`config.mk`:
```
export PLATFORM = sky130hd
export DESIGN_NAME = flop_ram_1r1w
export DESIGN_NICKNAME = d
export VERILOG_FILES = /design/src/common/flop_ram_pkg.sv /design/src/logic/flop_ram_1r1w.sv /design/src/logic/ram_read_mux.sv /design/src/logic/ram_tile.sv /design/src/ram_addr_decoder/ram_addr_decoder.sv /design/src/ram_addr_decoder/ram_addr_decoder_stage.sv
export SDC_FILE = /design/constraint.sdc
export NUM_CORES = 1
export LEC_CHECK = 0
export BUFFER_PORTS_ARGS = -buffer_cell sky130_fd_sc_hd__clkbuf_2
export CORE_ASPECT_RATIO = 0.8
export CORE_MARGIN = 8
export CORE_UTILIZATION = 60
export DETAILED_ROUTE_END_ITERATION = 8
export PLACE_DENSITY = 0.81
export RECOVER_POWER = 100
export SETUP_SLACK_MARGIN = 0.05
export SYNTH_ARGS = -nofsm -noshare
export SYNTH_HDL_FRONTEND = slang
export SYNTH_SLANG_ARGS = --single-unit
```
`constraint.sdc`:
```
create_clock -name clk -period 2.1 [get_ports clk]
set_input_delay 0.42 -clock clk [delete_from_list [all_inputs] [get_ports clk]]
set_output_delay 0.42 -clock clk [all_outputs]
set_load 0.05 [all_outputs]
```
`src/common/flop_ram_pkg.sv`:
```
// Shared geometry, latency constants and types for the flop RAM, imported by RTL and testbench
package flop_ram_pkg;

  // ------------------------------------------------------------
  // RAM geometry
  // ------------------------------------------------------------

  // Total words in the RAM
  localparam int DEPTH = 16;
  // Independent storage tiles along the depth dimension
  localparam int TILES = 4;
  localparam int TILE_DEPTH = DEPTH / TILES;
  localparam int DATA_WIDTH = 8;
  localparam int ADDR_WIDTH = $clog2(DEPTH);
  // Low address bits that stay with the tile
  localparam int TILE_ADDR_WIDTH = $clog2(TILE_DEPTH);

  // ------------------------------------------------------------
  // Decoder tree shape
  // ------------------------------------------------------------

  // TILES must equal FORKS_PER_LEVEL ** DECODE_LEVELS
  localparam int DECODE_LEVELS = 2;
  localparam int FORKS_PER_LEVEL = 2;

  // ------------------------------------------------------------
  // Latencies in cycles
  // ------------------------------------------------------------

  // One register per decoder level
  localparam int DECODE_LATENCY = DECODE_LEVELS;
  // Decode, then tile read register, then read mux register
  localparam int RD_LATENCY = DECODE_LATENCY + 2;
  // Decode, then the commit edge in the tile
  localparam int WR_LATENCY = DECODE_LATENCY + 1;

  // ------------------------------------------------------------
  // Types
  // ------------------------------------------------------------
  typedef logic [DATA_WIDTH-1:0] word_t;
  typedef logic [ADDR_WIDTH-1:0] addr_t;
  typedef logic [TILE_ADDR_WIDTH-1:0] tile_addr_t;

endpackage : flop_ram_pkg

```
`src/logic/flop_ram_1r1w.sv`:
```
// Top level of the tiled 1R1W flop RAM, joins decoders, write data delay, tiles and read mux
`timescale 1ns/10ps

module flop_ram_1r1w
  import flop_ram_pkg::*;
(
  input  logic  clk,
  input  logic  rst_n,
  // Write port, one write per cycle, no back-pressure
  input  logic  wr_valid,
  input  addr_t wr_addr,
  input  word_t wr_data,
  // Read port, one read per cycle, no back-pressure
  input  logic  rd_valid,
  input  addr_t rd_addr,
  output logic  rd_data_valid,
  output word_t rd_data
);

  // ------------------------------------------------------------
  // Address decode
  // ------------------------------------------------------------

  logic       [TILES-1:0] wr_tile_valid;
  tile_addr_t [TILES-1:0] wr_tile_addr;
  logic       [TILES-1:0] rd_tile_valid;
  tile_addr_t [TILES-1:0] rd_tile_addr;

  ram_addr_decoder u_wr_decoder (
    .clk        (clk),
    .rst_n      (rst_n),
    .addr_valid (wr_valid),
    .addr       (wr_addr),
    .tile_valid (wr_tile_valid),
    .tile_addr  (wr_tile_addr)
  );

  ram_addr_decoder u_rd_decoder (
    .clk        (clk),
    .rst_n      (rst_n),
    .addr_valid (rd_valid),
    .addr       (rd_addr),
    .tile_valid (rd_tile_valid),
    .tile_addr  (rd_tile_addr)
  );

  // ------------------------------------------------------------
  // Write data delay line
  // ------------------------------------------------------------

  // Matches the decoder latency so data and tile valid line up
  word_t wr_data_pipe [DECODE_LATENCY];

  always_ff @(posedge clk) begin
    wr_data_pipe[0] <= wr_data;
    for (int i = 1; i < DECODE_LATENCY; i++) begin
      wr_data_pipe[i] <= wr_data_pipe[i-1];
    end
  end

  // ------------------------------------------------------------
  // Storage tiles
  // ------------------------------------------------------------

  logic  [TILES-1:0] tile_rd_valid;
  word_t [TILES-1:0] tile_rd_word;

  // Write data is broadcast, the one-hot valid picks the tile
  for (genvar t = 0; t < TILES; t++) begin : gen_tile
    ram_tile u_ram_tile (
      .clk           (clk),
      .rst_n         (rst_n),
      .wr_valid      (wr_tile_valid[t]),
      .wr_addr       (wr_tile_addr[t]),
      .wr_data       (wr_data_pipe[DECODE_LATENCY-1]),
      .rd_valid      (rd_tile_valid[t]),
      .rd_addr       (rd_tile_addr[t]),
      .rd_word_valid (tile_rd_valid[t]),
      .rd_word       (tile_rd_word[t])
    );
  end

  // ------------------------------------------------------------
  // Read return
  // ------------------------------------------------------------

  ram_read_mux u_ram_read_mux (
    .clk           (clk),
    .rst_n         (rst_n),
    .tile_rd_valid (tile_rd_valid),
    .tile_rd_word  (tile_rd_word),
    .rd_data_valid (rd_data_valid),
    .rd_data       (rd_data)
  );

  // End to end read latency through decoder, tile and mux
  a_rd_latency: assert property (
    @(posedge clk) disable iff (!rst_n)
    rd_valid |-> ##RD_LATENCY rd_data_valid
  );

endmodule : flop_ram_1r1w

```
`src/logic/ram_read_mux.sv`:
```
// Registered one-hot mux that returns the read word of whichever tile answered
`timescale 1ns/10ps

module ram_read_mux
  import flop_ram_pkg::*;
(
  input  logic                  clk,
  input  logic                  rst_n,
  // One response strobe and word per tile
  input  logic  [TILES-1:0]     tile_rd_valid,
  input  word_t [TILES-1:0]     tile_rd_word,
  output logic                  rd_data_valid,
  output word_t                 rd_data
);

  // ------------------------------------------------------------
  // AND-OR select
  // ------------------------------------------------------------

  word_t mux_word;
  logic  any_valid;

  // Words of idle tiles are masked out
  always_comb begin
    mux_word = '0;
    for (int t = 0; t < TILES; t++) begin
      if (tile_rd_valid[t]) begin
        mux_word = mux_word | tile_rd_word[t];
      end
    end
  end

  assign any_valid = |tile_rd_valid;

  // ------------------------------------------------------------
  // Output registers
  // ------------------------------------------------------------

  // Data holds its last value between reads
  always_ff @(posedge clk) begin
    if (any_valid) begin
      rd_data <= mux_word;
    end
  end

  always_ff @(posedge clk) begin
    if (!rst_n) begin
      rd_data_valid <= 1'b0;
    end else begin
      rd_data_valid <= any_valid;
    end
  end

  // ------------------------------------------------------------
  // Checks
  // ------------------------------------------------------------

  // Tiles answer one at a time, otherwise the OR corrupts the word
  a_tile_rd_onehot0: assert property (
    @(posedge clk) disable iff (!rst_n)
    $onehot0(tile_rd_valid)
  );

endmodule : ram_read_mux

```
`src/logic/ram_tile.sv`:
```
// Storage tile of flop words that the top level instantiates once per tile of the RAM
`timescale 1ns/10ps

module ram_tile
  import flop_ram_pkg::*;
(
  input  logic       clk,
  input  logic       rst_n,
  // Write port driven by the write decoder leaf of this tile
  input  logic       wr_valid,
  input  tile_addr_t wr_addr,
  input  word_t      wr_data,
  // Read port driven by the read decoder leaf of this tile
  input  logic       rd_valid,
  input  tile_addr_t rd_addr,
  output logic       rd_word_valid,
  output word_t      rd_word
);

  // ------------------------------------------------------------
  // Storage
  // ------------------------------------------------------------

  // TILE_DEPTH words of flop storage
  word_t mem [TILE_DEPTH];

  // Commit on the edge where the decoded write arrives
  always_ff @(posedge clk) begin
    if (wr_valid) begin
      mem[wr_addr] <= wr_data;
    end
  end

  // ------------------------------------------------------------
  // Read port
  // ------------------------------------------------------------

  // Array is sampled before this edge's write takes effect
  // so a same-edge collision returns the old word
  always_ff @(posedge clk) begin
    if (rd_valid) begin
      rd_word <= mem[rd_addr];
    end
  end

  // Read response strobe
  always_ff @(posedge clk) begin
    if (!rst_n) begin
      rd_word_valid <= 1'b0;
    end else begin
      rd_word_valid <= rd_valid;
    end
  end

  // ------------------------------------------------------------
  // Checks
  // ------------------------------------------------------------

  // Response comes exactly one cycle after the decoded read
  a_rd_latency: assert property (
    @(posedge clk) disable iff (!rst_n)
    rd_valid |=> rd_word_valid
  );

endmodule : ram_tile

```
`src/ram_addr_decoder/ram_addr_decoder.sv`:
```
// Pipelined tree of decoder stages that steers one address to a one-hot tile valid and local address
`timescale 1ns/10ps

module ram_addr_decoder
  import flop_ram_pkg::*;
(
  input  logic                    clk,
  input  logic                    rst_n,
  input  logic                    addr_valid,
  input  addr_t                   addr,
  output logic       [TILES-1:0]  tile_valid,
  output tile_addr_t [TILES-1:0]  tile_addr
);

  // Address bits consumed by each level
  localparam int SEL_WIDTH = $clog2(FORKS_PER_LEVEL);

  // ------------------------------------------------------------
  // Decoder tree
  // ------------------------------------------------------------

  // Level l holds FORKS_PER_LEVEL ** l stages
  // Each level strips SEL_WIDTH high bits off the address
  // Node n of a level feeds children n*FORKS_PER_LEVEL and up in the next level
  // so the tile index comes out equal to the high address bits
  for (genvar l = 0; l < DECODE_LEVELS; l++) begin : gen_level
    localparam int NODES_IN = FORKS_PER_LEVEL ** l;
    localparam int NODES_OUT = NODES_IN * FORKS_PER_LEVEL;
    localparam int IN_W = ADDR_WIDTH - l * SEL_WIDTH;
    localparam int OUT_W = IN_W - SEL_WIDTH;

    // Registered outputs of every stage at this level
    logic [NODES_OUT-1:0]            node_valid;
    logic [NODES_OUT-1:0][OUT_W-1:0] node_addr;

    for (genvar n = 0; n < NODES_IN; n++) begin : gen_node
      logic            stage_in_valid;
      logic [IN_W-1:0] stage_in_addr;

      if (l == 0) begin : gen_root
        // Root takes the full request
        assign stage_in_valid = addr_valid;
        assign stage_in_addr  = addr;
      end else begin : gen_inner
        // Inner stages take one child of the level above
        assign stage_in_valid = gen_level[l-1].node_valid[n];
        assign stage_in_addr  = gen_level[l-1].node_addr[n];
      end

      ram_addr_decoder_stage #(
        .IN_ADDR_WIDTH (IN_W),
        .FORKS         (FORKS_PER_LEVEL)
      ) u_stage (
        .clk       (clk),
        .rst_n     (rst_n),
        .in_valid  (stage_in_valid),
        .in_addr   (stage_in_addr),
        .out_valid (node_valid[n*FORKS_PER_LEVEL +: FORKS_PER_LEVEL]),
        .out_addr  (node_addr[n*FORKS_PER_LEVEL +: FORKS_PER_LEVEL])
      );
    end
  end

  // ------------------------------------------------------------
  // Leaves
  // ------------------------------------------------------------

  // Last level has one output per tile, its address already tile-local
  assign tile_valid = gen_level[DECODE_LEVELS-1].node_valid;
  assign tile_addr  = gen_level[DECODE_LEVELS-1].node_addr;

  // ------------------------------------------------------------
  // Checks
  // ------------------------------------------------------------

  // Every request reaches exactly one tile after the full tree latency
  a_request_hits_one_tile: assert property (
    @(posedge clk) disable iff (!rst_n)
    addr_valid |-> ##DECODE_LATENCY $onehot(tile_valid)
  );

  // No tile is selected without a request
  a_no_spurious_tile: assert property (
    @(posedge clk) disable iff (!rst_n)
    !addr_valid |-> ##DECODE_LATENCY (tile_valid == '0)
  );

endmodule : ram_addr_decoder

```
`src/ram_addr_decoder/ram_addr_decoder_stage.sv`:
```
// Registered decode level that the decoder tree instantiates once per node to fork an address
`timescale 1ns/10ps

module ram_addr_decoder_stage #(
  // Address bits seen by this level
  parameter int IN_ADDR_WIDTH = 4,
  // Children per stage as a power of two of at least 2
  parameter int FORKS = 2,
  localparam int SEL_WIDTH = $clog2(FORKS),
  localparam int OUT_ADDR_WIDTH = IN_ADDR_WIDTH - SEL_WIDTH
) (
  input  logic                                  clk,
  input  logic                                  rst_n,
  input  logic                                  in_valid,
  input  logic [IN_ADDR_WIDTH-1:0]              in_addr,
  output logic [FORKS-1:0]                      out_valid,
  output logic [FORKS-1:0][OUT_ADDR_WIDTH-1:0]  out_addr
);

  // ------------------------------------------------------------
  // Fork select
  // ------------------------------------------------------------

  // Top bits of the incoming address pick the child
  logic [SEL_WIDTH-1:0] fork_sel;
  logic [FORKS-1:0]     fork_onehot;

  assign fork_sel = in_addr[IN_ADDR_WIDTH-1 -: SEL_WIDTH];

  always_comb begin
    fork_onehot = '0;
    // Only the selected child sees the valid
    fork_onehot[fork_sel] = in_valid;
  end

  // ------------------------------------------------------------
  // Output registers
  // ------------------------------------------------------------

  // Registered child valids
  always_ff @(posedge clk) begin
    if (!rst_n) begin
      out_valid <= '0;
    end else begin
      out_valid <= fork_onehot;
    end
  end

  // Remaining low bits go to every child
  // Children ignore the address unless their valid is set
  always_ff @(posedge clk) begin
    if (in_valid) begin
      for (int f = 0; f < FORKS; f++) begin
        out_addr[f] <= in_addr[OUT_ADDR_WIDTH-1:0];
      end
    end
  end

  // ------------------------------------------------------------
  // Checks
  // ------------------------------------------------------------

  // Never more than one child active
  a_out_valid_onehot0: assert property (
    @(posedge clk) disable iff (!rst_n)
    $onehot0(out_valid)
  );

endmodule : ram_addr_decoder_stage

```
## Word level (Yosys, flattened, before mapping)

Memories as Yosys holds them, arrays and structs flattened. A register that Yosys moved wholly into a read port is not among the register bits.
Cells that the tools add are included.

| storage, ports and cells | value |
|---|---|
| bits in registers | 39 |
| latch bits | 0 |
| memory bits (writable) | 144 |
| bits in read-only memories | 0 |
| bits of input ports | 20 |
| memories kept | 5 |

| cells by class | value |
|---|---|
| add/sub/neg operators | 0 |
| multipliers | 0 |
| div/mod/pow operators | 0 |
| $lt $le $gt $ge | 8 |
| eq/ne operators | 0 |
| shift-type cells | 0 |
| multiplexer cells | 20 |
| bitwise logic cells | 9 |
| reduce and logical (&&, ||, !) cells | 5 |

Memories:

| name | words | bits a word | rd ports | clocked after memory_dff | wr ports | RTL line | source |
|---|---|---|---|---|---|---|---|
| gen_tile[0].u_ram_tile.mem | 4 | 8 | 1 | 1 | 1 | ram_tile.sv:25 | `word_t mem [TILE_DEPTH];` |
| gen_tile[1].u_ram_tile.mem | 4 | 8 | 1 | 1 | 1 | ram_tile.sv:25 |  |
| gen_tile[2].u_ram_tile.mem | 4 | 8 | 1 | 1 | 1 | ram_tile.sv:25 |  |
| gen_tile[3].u_ram_tile.mem | 4 | 8 | 1 | 1 | 1 | ram_tile.sv:25 |  |
| wr_data_pipe | 2 | 8 | 2 | 0 | 2 | flop_ram_1r1w.sv:52 | `word_t wr_data_pipe [DECODE_LATENCY];` |

Operators by type and width:

| cell | number |
|---|---|
| $mux W8 | 4 |
| $or A8 B8 Y8 | 3 |
| $and A2 B2 Y2 | 6 |
| $mux W1 | 12 |
| $lt A1 B2 Y1 const B | 4 |
| $demux W1 S1 | 4 |
| $ge A1 B1 Y1 const B | 4 |
| $logic_and A1 B1 Y1 | 4 |
| $reduce_or A4 Y1 | 1 |

## Logic depth before layout (Yosys ltp)

Gate-level depths: netlist (run 1).

| depth | value |
|---|---|
| word-level depth | 7 |
| depth in mapped cells | 3 |
| gate-level depth less buffers | 2 |

## By module

Synthesis (run 1) repeated with hierarchy kept, for this count alone.

| unflattened totals | value |
|---|---|
| cell total of the unflattened synthesis | 331 |
| area total of the unflattened synthesis | 7,462.2 µm² |

By module, submodules not included:

| module | instances | cells an instance | area each (µm²) |
|---|---|---|---|
| ram_tile | 4 | 56 | 1,455.1 |
| ram_addr_decoder_stage at u_rd_decoder.gen_level[1].gen_node[0].u_stage ... | 4 | 8 | 131.4 |
| ram_read_mux | 1 | 39 | 457.9 |
| ram_addr_decoder_stage at u_rd_decoder.gen_level[0].gen_node[0].u_stage ... | 2 | 10 | 168.9 |
| flop_ram_1r1w | 1 | 16 | 320.3 |

## Worst setup path before layout (run 1)

Ideal clock, no wire load.

| timing | value |
|---|---|
| kind | reg-to-reg |
| from | register u_wr_decoder.gen_level[1].gen_node[0].u_stage.out_addr[3] in the netlist's numbering |
| to | memory gen_tile[1].u_ram_tile.mem[0][0] in the netlist's numbering (enable) |
| data arrival time | 1.152 ns |
| required time | 1.715 ns |
| slack | 0.563 ns |
| cell stages (with the launch flop) | 2 |
| path buffers | 0 |
| clock period less this slack | 1.537 ns |
| path through | edfxtp_1 nor3b_1 |

RTL lines:

| element | RTL line | source |
|---|---|---|
| start: declaration | ram_addr_decoder_stage.sv:17 | `output logic [FORKS-1:0][OUT_ADDR_WIDTH-1:0] out_addr` |
| start signal: indexed assignment | ram_addr_decoder_stage.sv:54 | `out_addr[f] <= in_addr[OUT_ADDR_WIDTH-1:0];` |
| end: declaration | ram_tile.sv:25 |  |

No word-level cell before the write port.

==> summary.md, run 1 <==
| Metric | Value |
|---|---|
| Outcome | `finished clean` |
| Clock Latency Late Sink | `0.49 ns` |
| GRT overflow | `0` |
| CP Max Fanout | `16` |
| Post-synthesis mux area share | `9.81%` |
| Core area | `12100 um2` |
| Avg Cell Area, Syn | `22.7 um2` |
| Area share of the largest cell type after synthesis | `74.4%` |
| Min Hold Slack | `0.0378 ns` |
| Critical path depth in cells | `2` |
| Setup crit end | `gen_tile[0].u_ram_tile.rd_word[6]` |
| Layout net count | `389` |
| Num rows | `36` |
| H-tree depth | `1` |
| Slowest CP cell | `mux4_2` |
| Layout cells sized above 1 | `21.4%` |
| Clk buf depth | `3` |
| Leading post-synthesis cells by cell area | `edfxtp_1 74%, mux4_2 9.8%, dfxtp_1 9.0%` |
| R2R cell count | `2` |
| WP data required | `2.31 ns` |
| XOR/XNOR Fraction of Synth Area | `0%` |
| Vias in the first global route | `3501` |
| Slew Limit Fails | `0` |
| Clock skew | `0.00837 ns` |
| CP Class | `reg -> reg` |
| N_diodes | `0` |
| Crit path time final | `1.71 ns` |
| Pre-CTS WS | `0.601 ns` |
| Max-cap violation count | `0` |
| TNS Setup | `0 ns` |
| Gr usage total | `17.6%` |
| Rel. slew slack | `49.3%` |
| Detailed-placement wirelength estimate | `8170 um` |
| Worst Path Arrival | `1.93 ns` |
| Yosys warns | `0` |
| Fmax | `583 MHz` |
| CP top delay family | `multiplexers` |
| Internal reg-to-reg setup slack | `0.39 ns` |
| Initial antenna violation count | `0` |
| Gr busiest metal | `met2` |
| Met2 Resource Use GR | `29.2%` |
| Tightest Pin Transition | `0.760 ns` |
| DIE WIDTH | `140 um` |
| First-pass GRT wire length | `20600 um` |
| CTS Root Cell | `clkbuf_16` |
| Fin crit share | `81.6%` |
| Synth area leader | `edfxtp_1` |
| Overall power | `8.47 mW` |
| Type of element capturing the critical path | `flop` |
| Pin count of the biggest net entering global routing | `18` |
| Critical Path, Cell by Cell | `clkbuf_2, mux4_2` |
| Drt pass-1 iters | `5` |
| RR Endpoint | `gen_tile[0].u_ram_tile.rd_word[6]` |
| Per-cell routed wire length | `25.7 um` |
| Number of I/O pins | `29` |
| Area delta synth->final | `12.5%` |
| Post-synthesis register bit count | `215` |
| ANT nets after route | `0` |
| CTS tree | `built` |
| Die H | `115 um` |
| Post-CTS setup buffer count | `0` |
| Hold path cells | `1` |
| Clock-pin slew on the worst setup and hold paths | `0.06 ns` |
| Final Hold Fails | `0` |
| Routed vias/inst | `6.24` |
| Hold Crit Class | `in -> reg` |
| Lkg Pwr | `2.77 nW` |
| # resized after CTS | `0` |
| Grt met3 use | `3.36%` |
| RSZ-0062 raised after global routing | `false` |
| RePlAce Congestion | `0.742` |
| Largest stage delay, worst path | `0.60 ns` |
| Netlist cell types | `16` |
| Setup WS post-layout | `0.386 ns` |
| Buf/Inv on CP | `1` |
| Peak supply drop | `0.799 mV` |
| Drt drc | `0` |
| DR vias | `3341` |
| Syn nets | `343` |
| Sequential element share of the synthesized area | `83.4%` |
| M1 GR Usage | `22.4%` |
| DRT iter0 DRCs | `374` |
| Total wire length | `13800 um` |
| CTS Buf Count | `20` |
| Simple-gate share of the synthesized area | `3.87%` |
| Post-Synthesis Cells | `323` |
| Final setup viols | `0` |
| Port bufs | `28` |
| Crit start category | `flop` |
| Power Dens Cells | `1030 nW/um2` |
| Synthesized-area fraction occupied by adder cells | `0%` |
| CTS sink count | `215` |
| Hold_buf cts | `0` |
| Full die area | `16100 um2` |
| Starting Density | `60.8%` |
| Main combinational cell family by area after synthesis | `multiplexers` |
| Compound-Gate Fraction of Synth Area | `1.64%` |
| Area of the mapped netlist | `7340 um2` |
[how the worst min path moves through the flow]
stage                                      to  slack [ns]          startpoint
after global placement    wr_data_pipe[0][12]        0.31  wr_data_pipe[0][4]
after CTS                  wr_data_pipe[0][1]        0.03          wr_data[1]
after floorplan           wr_data_pipe[0][10]        0.31  wr_data_pipe[0][2]
after detailed placement   wr_data_pipe[0][8]        0.31  wr_data_pipe[0][0]
after global routing       wr_data_pipe[0][0]        0.02          wr_data[0]
final                      wr_data_pipe[0][1]        0.04          wr_data[1]
[cell usage after synthesis]
cell / count
or4_4: 1
and2_1: 4
nor3b_1: 4
nand2_1: 13
buf_6: 5
clkbuf_1: 2
and3_1: 10
edfxtp_1: 182
and3b_1: 9
dfxtp_1: 33
mux4_2: 32
nor2_1: 5
buf_2: 4
a22oi_1: 16
clkbuf_2: 2
and2_4: 1
[placed cells by master (no fill, tap or decap)]
cell,n
mux4_2,32
edfxtp_1,182
a22oi_1,16
clkinv_2,2
clkinv_1,2
nand2_1,13
clkbuf_8,4
and2_0,3
clkbuf_1,22
clkbuf_2,17
and2_1,1
bufinv_16,1
nor3b_1,4
and3_1,10
and2_2,1
nor2_1,5
clkbuf_16,21
and3b_1,9
clkinvlp_4,1
or4_1,1
dfxtp_1,33
buf_4,3
[report_power, final]
group	internal, mW	leakage, nW	total (mW)	switching [mW]
logic	0.0749	0.543	0.168	0.0926
clock network	2.10	0.319	3.55	1.45
registers	4.68	1.91	4.76	0.0774
[stage by stage]
stage | utilization, % | instances | instance area [um2]
detailed placement | 63.4 | 499 | 7650
CTS | 68.8 | 535 | 8300
global route | 68.4 | 535 | 8260
finish | 68.4 | 535 | 8260
floorplan | - | 323 | 7340
global placement | 63.4 | 499 | 7650
[flip-flops by register name (all words and copies together), names as in the netlist]
name and flops:
u_wr_decoder.gen_level.gen_node.u_stage.out_addr 7, u_rd_decoder.gen_level.gen_node.u_stage.out_addr 7, gen_tile.u_ram_tile.rd_word 32, gen_tile.u_ram_tile.mem 128, u_rd_decoder.gen_level.gen_node.u_stage.out_valid 6, u_ram_read_mux.rd_data_valid 1
u_wr_decoder.gen_level.gen_node.u_stage.out_valid 6, u_ram_read_mux.rd_data 8, wr_data_pipe 16, gen_tile.u_ram_tile.rd_word_valid 4
[routing by layer]
metal | share of wire, % | up-vias
met4 | 4.2 | 0
met2 | 49 | 199
met5 | 0 | -
li1 | - | 1406
met3 | 8.3 | 43
met1 | 39 | 1693
[layout make-up]
| type | count | area, um2 |
|---|---|---|
| Clock buffer | 30 | 599 |
| Multi-Input combinational cell | 95 | 1120 |
| Sequential cell | 215 | 6130 |
| Fill cell | 731 | 3810 |
| Timing Repair Buffer | 37 | 171 |
| Tap cell | 152 | 190 |
| Clock inverter | 6 | 55.1 |
[cells by family after synthesis]
logic type,after synthesis
mux,32
buf+inv,13
compound gates,16
flops,215
simple gates,47
No activity file was read; power rests on OpenSTA's default activity.
==> inputs of run 2 (changes only) <==
Settings changed: CORE_UTILIZATION 60 to 54, PLACE_DENSITY 0.81 to 0.77.
Clock period 2.1 ns to 1.55 ns, I/O delays scaled along.
==> summary.md, run 2 (synthesis results as in run 1) <==
| Metric | Value |
|---|---|
| Tightest Pin Transition | `0.625 ns (-0.135 ns)` |
| Clock skew | `0.0112 ns (+0.00284 ns)` |
| N_diodes | `0 (unchanged)` |
| Drt pass-1 iters | `4 (-1)` |
| Rel. slew slack | `58.3% (+9.0 points)` |
| RePlAce Congestion | `0.748 (+0.81%)` |
| Layout cells sized above 1 | `24.6% (+3.2 points)` |
| H-tree depth | `1 (unchanged)` |
| First-pass GRT wire length | `19400 um (-5.7%)` |
| Num rows | `38 (+5.6%)` |
| Clock-pin slew on the worst setup and hold paths | `0.06 ns (about the same)` |
| DR vias | `3271 (-2.1%)` |
| WP data required | `1.92 ns (-0.39 ns)` |
| Fin crit share | `94.0% (+12 points)` |
| GRT overflow | `0 (unchanged)` |
| RSZ-0062 raised after global routing | `false` |
| Crit start category | `flop` |
| Slew Limit Fails | `0 (unchanged)` |
| Highest-count cells in the layout ignoring fill and taps | `182 x edfxtp_1, 33 x dfxtp_1, 32 x mux4_2, 32 x clkbuf_2, 21 x clkbuf_16` |
| Largest stage delay, worst path | `0.75 ns (+0.15 ns)` |
| Max-cap violation count | `0 (unchanged)` |
| Psw | `2.18 mW (+34%)` |
| Port bufs | `28 (unchanged)` |
| Power Dens Cells | `1330 nW/um2 (+29%)` |
| Worst Path Arrival | `1.83 ns (-0.10 ns)` |
| Starting Density | `54.8% (-6.1 points)` |
| Total wire length | `12700 um (-7.9%)` |
| Lkg Pwr | `2.91 nW (+5.0%)` |
| Initial antenna violation count | `0 (unchanged)` |
| Final Hold Fails | `0 (unchanged)` |
| Hold Crit Class | `in -> reg` |
| Power share of the sequential group | `56.8% (+0.7 points)` |
| Comb power frac | `2.4% (+0.4 points)` |
| Min Hold Slack | `0.115 ns (+0.0775 ns)` |
| Final setup viols | `0 (unchanged)` |
| Critical Path, Cell by Cell | `or4_1, and2_2` |
| Type of element capturing the critical path | `flop` |
| Biggest register | `gen_tile.u_ram_tile.mem` |
| CTS Buf Count | `21 (+5.0%)` |
| R2R cell count | `2 (unchanged)` |
| Peak supply drop | `0.743 mV (-7.0%)` |
| Routed vias/inst | `5.53 (-11%)` |
| Area delta synth->final | `16.1%` |
| Full die area | `17600 um2 (+9.7%)` |
| CTS Root Cell | `clkbuf_16` |
| Layout net count | `417 (+7.2%)` |
| CP Class | `reg -> reg` |
| Outcome | `finished clean` |
| Net switching fraction of the power | `19.3% (+0.14 points)` |
| DIE WIDTH | `146 um (+4.8%)` |
| Drt drc | `0 (unchanged)` |
| Post-CTS setup buffer count | `0 (unchanged)` |
| DRT iter0 DRCs | `231 (-38%)` |
| Detailed-placement wirelength estimate | `7760 um (-5.0%)` |
| Clock Latency Late Sink | `0.49 ns (about the same)` |
| Slowest CP cell | `or4_1` |
| Core area | `13400 um2 (+11%)` |
| CTS sink count | `215 (unchanged)` |
| Crit path time final | `1.46 ns (-0.257 ns)` |
| Fmax | `686 MHz (+18%)` |
| Die H | `120 um (+4.7%)` |
| Max FFs per register | `128 (unchanged)` |
| Clk buf depth | `3 (unchanged)` |
| TNS Setup | `0 ns (unchanged)` |
| Most common cell after layout, fill and taps aside | `edfxtp_1` |
| Hold path cells | `3 (+2)` |
| Vias in the first global route | `3390 (-3.2%)` |
| Per-cell routed wire length | `21.5 um (-17%)` |
| Power share of the clock group | `40.8% (-1.1 points)` |
| CTS tree | `built` |
| Pin count of the biggest net entering global routing | `18 (unchanged)` |
| Internal Power | `9.13 mW (+33%)` |
| Regs by FF count | `gen_tile.u_ram_tile.mem: 128 flops, gen_tile.u_ram_tile.rd_word: 32 flops, wr_data_pipe: 16 flops` |
| Gr usage total | `14.6% (-3.0 points)` |
| ANT nets after route | `0 (unchanged)` |
| CP Max Fanout | `9 (-7)` |
| Number of I/O pins | `29 (unchanged)` |
-- run 2: cell count changes in the layout (fill, tap and decap cells not counted), sizes merged --
cell         change
dlygate4sd3     +16
clkbuf           +8
buf              +3
clkinv           +3
bufinv           -1
clkinvlp         -1
-- run 2: path summary, 6_finish.rpt --
kind / slack, ns / from / endpoint
max: 0.09 / gen_tile[2].u_ram_tile.rd_word_valid / u_ram_read_mux.rd_data_valid
min: 0.12 / wr_valid / flop
max reg2reg: 0.09 / gen_tile[2].u_ram_tile.rd_word_valid / u_ram_read_mux.rd_data_valid
min reg2reg: 0.33 / wr_data_pipe[0][5] / wr_data_pipe[0][13]
-- run 2: final cells by class --
class | instances | area, um2
Sequential cell | 215 | 6130
Fill cell | 894 | 4880
Clock inverter | 7 | 45.0
Tap cell | 180 | 225
Timing Repair Buffer | 64 | 419
Clock buffer | 30 | 589
Multi-Input combinational cell | 95 | 1120
-- run 2: repair_timing --
| item | 4_1_cts | 5_1_grt |
|---|---|---|
| setup endpoints to repair | 0 | 0 |
| gates resized for setup | 0 | 0 |
| hold endpoints to repair | 16 | 0 |
| hold buffers | 16 | 0 |
-- run 2: critical path, delay by kind of cell, from the launching register on --
| family | cells | cell delay [ns] |
|---|---|---|
| and+or+nand+nor | 2 | 1.04 |
| DFF | 1 | 0.31 |
-- run 2: through the flow --
stage	instances	worst slack [ns]	utilization [%]	area (um2)	power [mW]
global route	591	0.0488	63.6	8520	11.7
finish	591	0.0924	63.6	8520	11.3
CTS	591	0.0993	64.0	8590	11.4
floorplan	323	0.0126	-	7340	6.69
global placement	538	0.210	58.1	7790	6.78
detailed placement	538	0.184	58.1	7790	6.80
-- run 2: layer usage --
layer	share of wire [%]	up-vias	global-route usage, %	wire [um]
li1	-	1459	-	-
met1	42	1679	18.4	5280
met2	49	105	24.1	6230
met3	6.7	28	3.96	847
met4	2.6	0	5.14	333
met5	0	-	0	0
-- run 2: power groups by stage --
stage               registers [mW]  clock network (mW)  logic [mW]
floorplan                     6.55                   0       0.143
global placement              6.55                   0       0.237
detailed placement            6.55                   0       0.245
CTS                           6.43                4.71       0.279
global route                  6.44                4.92       0.289
finish                        6.43                4.61       0.271
==> inputs of run 3 (changes only) <==
Settings changed: CORE_UTILIZATION 54 to 60, PLACE_DENSITY 0.77 to 0.81.
Clock period 1.55 ns to 1.5 ns, I/O delays scaled along.
==> summary.md, run 3 (synthesis results as in run 1) <==
| Metric | Value |
|---|---|
| Internal Power | `9.86 mW (+8.0%)` |
| Clock-pin slew on the worst setup and hold paths | `0.06 ns (about the same)` |
| Num rows | `36 (-5.3%)` |
| Fmax | `702 MHz` |
| CTS sink count | `215 (unchanged)` |
| First-pass GRT wire length | `20700 um (+6.7%)` |
| Starting Density | `60.8% (+6.1 points)` |
| Clk buf depth | `3 (unchanged)` |
| CP Class | `reg -> out` |
| Layout net count | `414 (-0.72%)` |
| ANT nets after route | `0 (unchanged)` |
| Outcome | `finished clean` |
| Clock Latency Late Sink | `0.48 ns (about the same)` |
| CTS Buf Count | `20 (-4.8%)` |
| Most common cell after layout, fill and taps aside | `edfxtp_1` |
| Initial antenna violation count | `0 (unchanged)` |
| Largest stage delay, worst path | `0.39 ns (-0.36 ns)` |
| Full die area | `16100 um2 (-8.8%)` |
| Pre-CTS WS | `0.118 ns (-0.0661 ns)` |
| Layout cells sized above 1 | `24.8% (+0.18 points)` |
| Highest-count cells in the layout ignoring fill and taps | `182 x edfxtp_1, 34 x clkbuf_2, 33 x dfxtp_1` |
| Post-CTS setup buffer count | `0 (unchanged)` |
| Critical Path, Cell by Cell | `clkbuf_2` |
| Power share of the clock group | `42.8% (+2.0 points)` |
| Total wire length | `13600 um (+7.1%)` |
| CP top delay family | `flip-flops` |
| Slew Limit Fails | `0 (unchanged)` |
| DIE WIDTH | `140 um (-4.6%)` |
| Pin count of the biggest net entering global routing | `18 (unchanged)` |
| Crit path time final | `1.43 ns` |
| CTS Root Cell | `clkbuf_16` |
| Peak supply drop | `1.09 mV (+46%)` |
| RePlAce Congestion | `0.770 (+2.9%)` |
| H-tree depth | `1 (unchanged)` |
| WP data required | `1.20 ns (-0.72 ns)` |
| Slowest CP cell | `edfxtp_1` |
| Worst Path Arrival | `1.13 ns (-0.70 ns)` |
| Lkg Pwr | `2.93 nW (+0.73%)` |
| Detailed-placement wirelength estimate | `8220 um (+5.9%)` |
| Gr usage total | `17.6% (+3.0 points)` |
| Vias in the first global route | `3553 (+4.8%)` |
| Core area | `12100 um2 (-10%)` |
| Setup WS post-layout | `0.0748 ns (-0.0176 ns)` |
| Final setup viols | `0 (unchanged)` |
| Fin crit share | `95.0%` |
| Clock skew | `0.00741 ns (-0.00380 ns)` |
| Crit start category | `flop` |
| Buf/Inv on CP | `1 (+1)` |
| Drt drc | `0 (unchanged)` |
| Filler cells | `698 (-22%)` |
| DR vias | `3349 (+2.4%)` |
| Comb power frac | `2.3% (about the same)` |
| Die H | `115 um (-4.4%)` |
| Max FFs per register | `128 (unchanged)` |
| CP Max Fanout | `1 (-8)` |
| Final Hold Fails | `0 (unchanged)` |
| Rel. slew slack | `54.5% (-3.8 points)` |
| Power share of the sequential group | `54.9% (-1.9 points)` |
| Drt pass-1 iters | `4 (unchanged)` |
| Area delta synth->final | `16.2%` |
| Min Hold Slack | `0.108 ns (-0.00681 ns)` |
| Regs by FF count | `gen_tile.u_ram_tile.mem: 128 flops, gen_tile.u_ram_tile.rd_word: 32 flops, wr_data_pipe: 16 flops` |
| Net switching fraction of the power | `18.6% (-0.65 points)` |
| Type of element capturing the critical path | `output port` |
| Psw | `2.26 mW (+3.5%)` |
| DRT iter0 DRCs | `328 (+42%)` |
| N_diodes | `0 (unchanged)` |
| CTS tree | `built` |
| RSZ-0062 raised after global routing | `false` |
| GRT overflow | `0 (unchanged)` |
| Per-cell routed wire length | `24.3 um (+13%)` |
| Max-cap violation count | `0 (unchanged)` |
| Power Dens Cells | `1420 nW/um2 (+7.0%)` |
| Port bufs | `28 (unchanged)` |
| Biggest register | `gen_tile.u_ram_tile.mem` |
| Hold Crit Class | `in -> reg` |
| Routed vias/inst | `5.98 (+8.1%)` |
| Tightest Pin Transition | `0.682 ns (+0.0571 ns)` |
| Number of I/O pins | `29 (unchanged)` |
[run 3: cell types whose count changed in the layout (fill, tap and decap cells not counted), sizes merged]
cell / change
clkbuf: -4
clkinv: -1
bufinv: +3
buf: -1
[run 3: path summary, 6_finish.rpt]
path                                                 from                               end  cells after the start  slack (ns)
worst min register to register         wr_data_pipe[0][2]               wr_data_pipe[0][10]                      0        0.33
worst min-delay path                             wr_valid                              flop                      3        0.11
worst max-delay path            u_ram_read_mux.rd_data[7]                        rd_data[7]                      1        0.07
worst max register to register                       flop  gen_tile[0].u_ram_tile.mem[0][1]                      2        0.10
[run 3: power groups by stage]
stage	clock network, mW	registers (mW)	logic (mW)
finish	5.19	6.66	0.278
global route	5.50	6.66	0.297
CTS	5.26	6.66	0.286
detailed placement	0	6.78	0.252
global placement	0	6.77	0.242
floorplan	0	6.76	0.148
[run 3: through the flow]
stage               instances  TNS, ns  total power, mW  area, um2  utilization, %
global placement          508        0             7.01       7740            64.1
floorplan                 323    -1.11             6.91       7340               -
global route              560        0             12.5       8540            70.7
finish                    560        0             12.1       8540            70.7
CTS                       560        0             12.2       8590            71.1
detailed placement        508        0             7.04       7740            64.1
[run 3: what timing repair did]
action	in CTS	in global routing
endpoints found under the setup margin	1	18
hold buffers	16	0
endpoints found under the hold margin	16	0
resized for setup	1	4
[run 3: routing by layer]
layer / up-vias / GRT usage (%) / wire (um)
met5: - / 0 / 0
met4: 0 / 5.77 / 346
met3: 26 / 3.78 / 1320
met2: 162 / 30.0 / 6720
met1: 1700 / 22.3 / 5210
li1: 1461 / - / -
[run 3: layout make-up]
| type | instances | area [um2] | area share (%) |
|---|---|---|---|
| Sequential cell | 215 | 6130 | 71.8 |
| Clock inverter | 9 | 115 | 1.35 |
| Multi-Input combinational cell | 95 | 1120 | 13.1 |
| Tap cell | 152 | 190 | 2.23 |
| Clock buffer | 27 | 568 | 6.65 |
| Timing Repair Buffer | 62 | 414 | 4.85 |
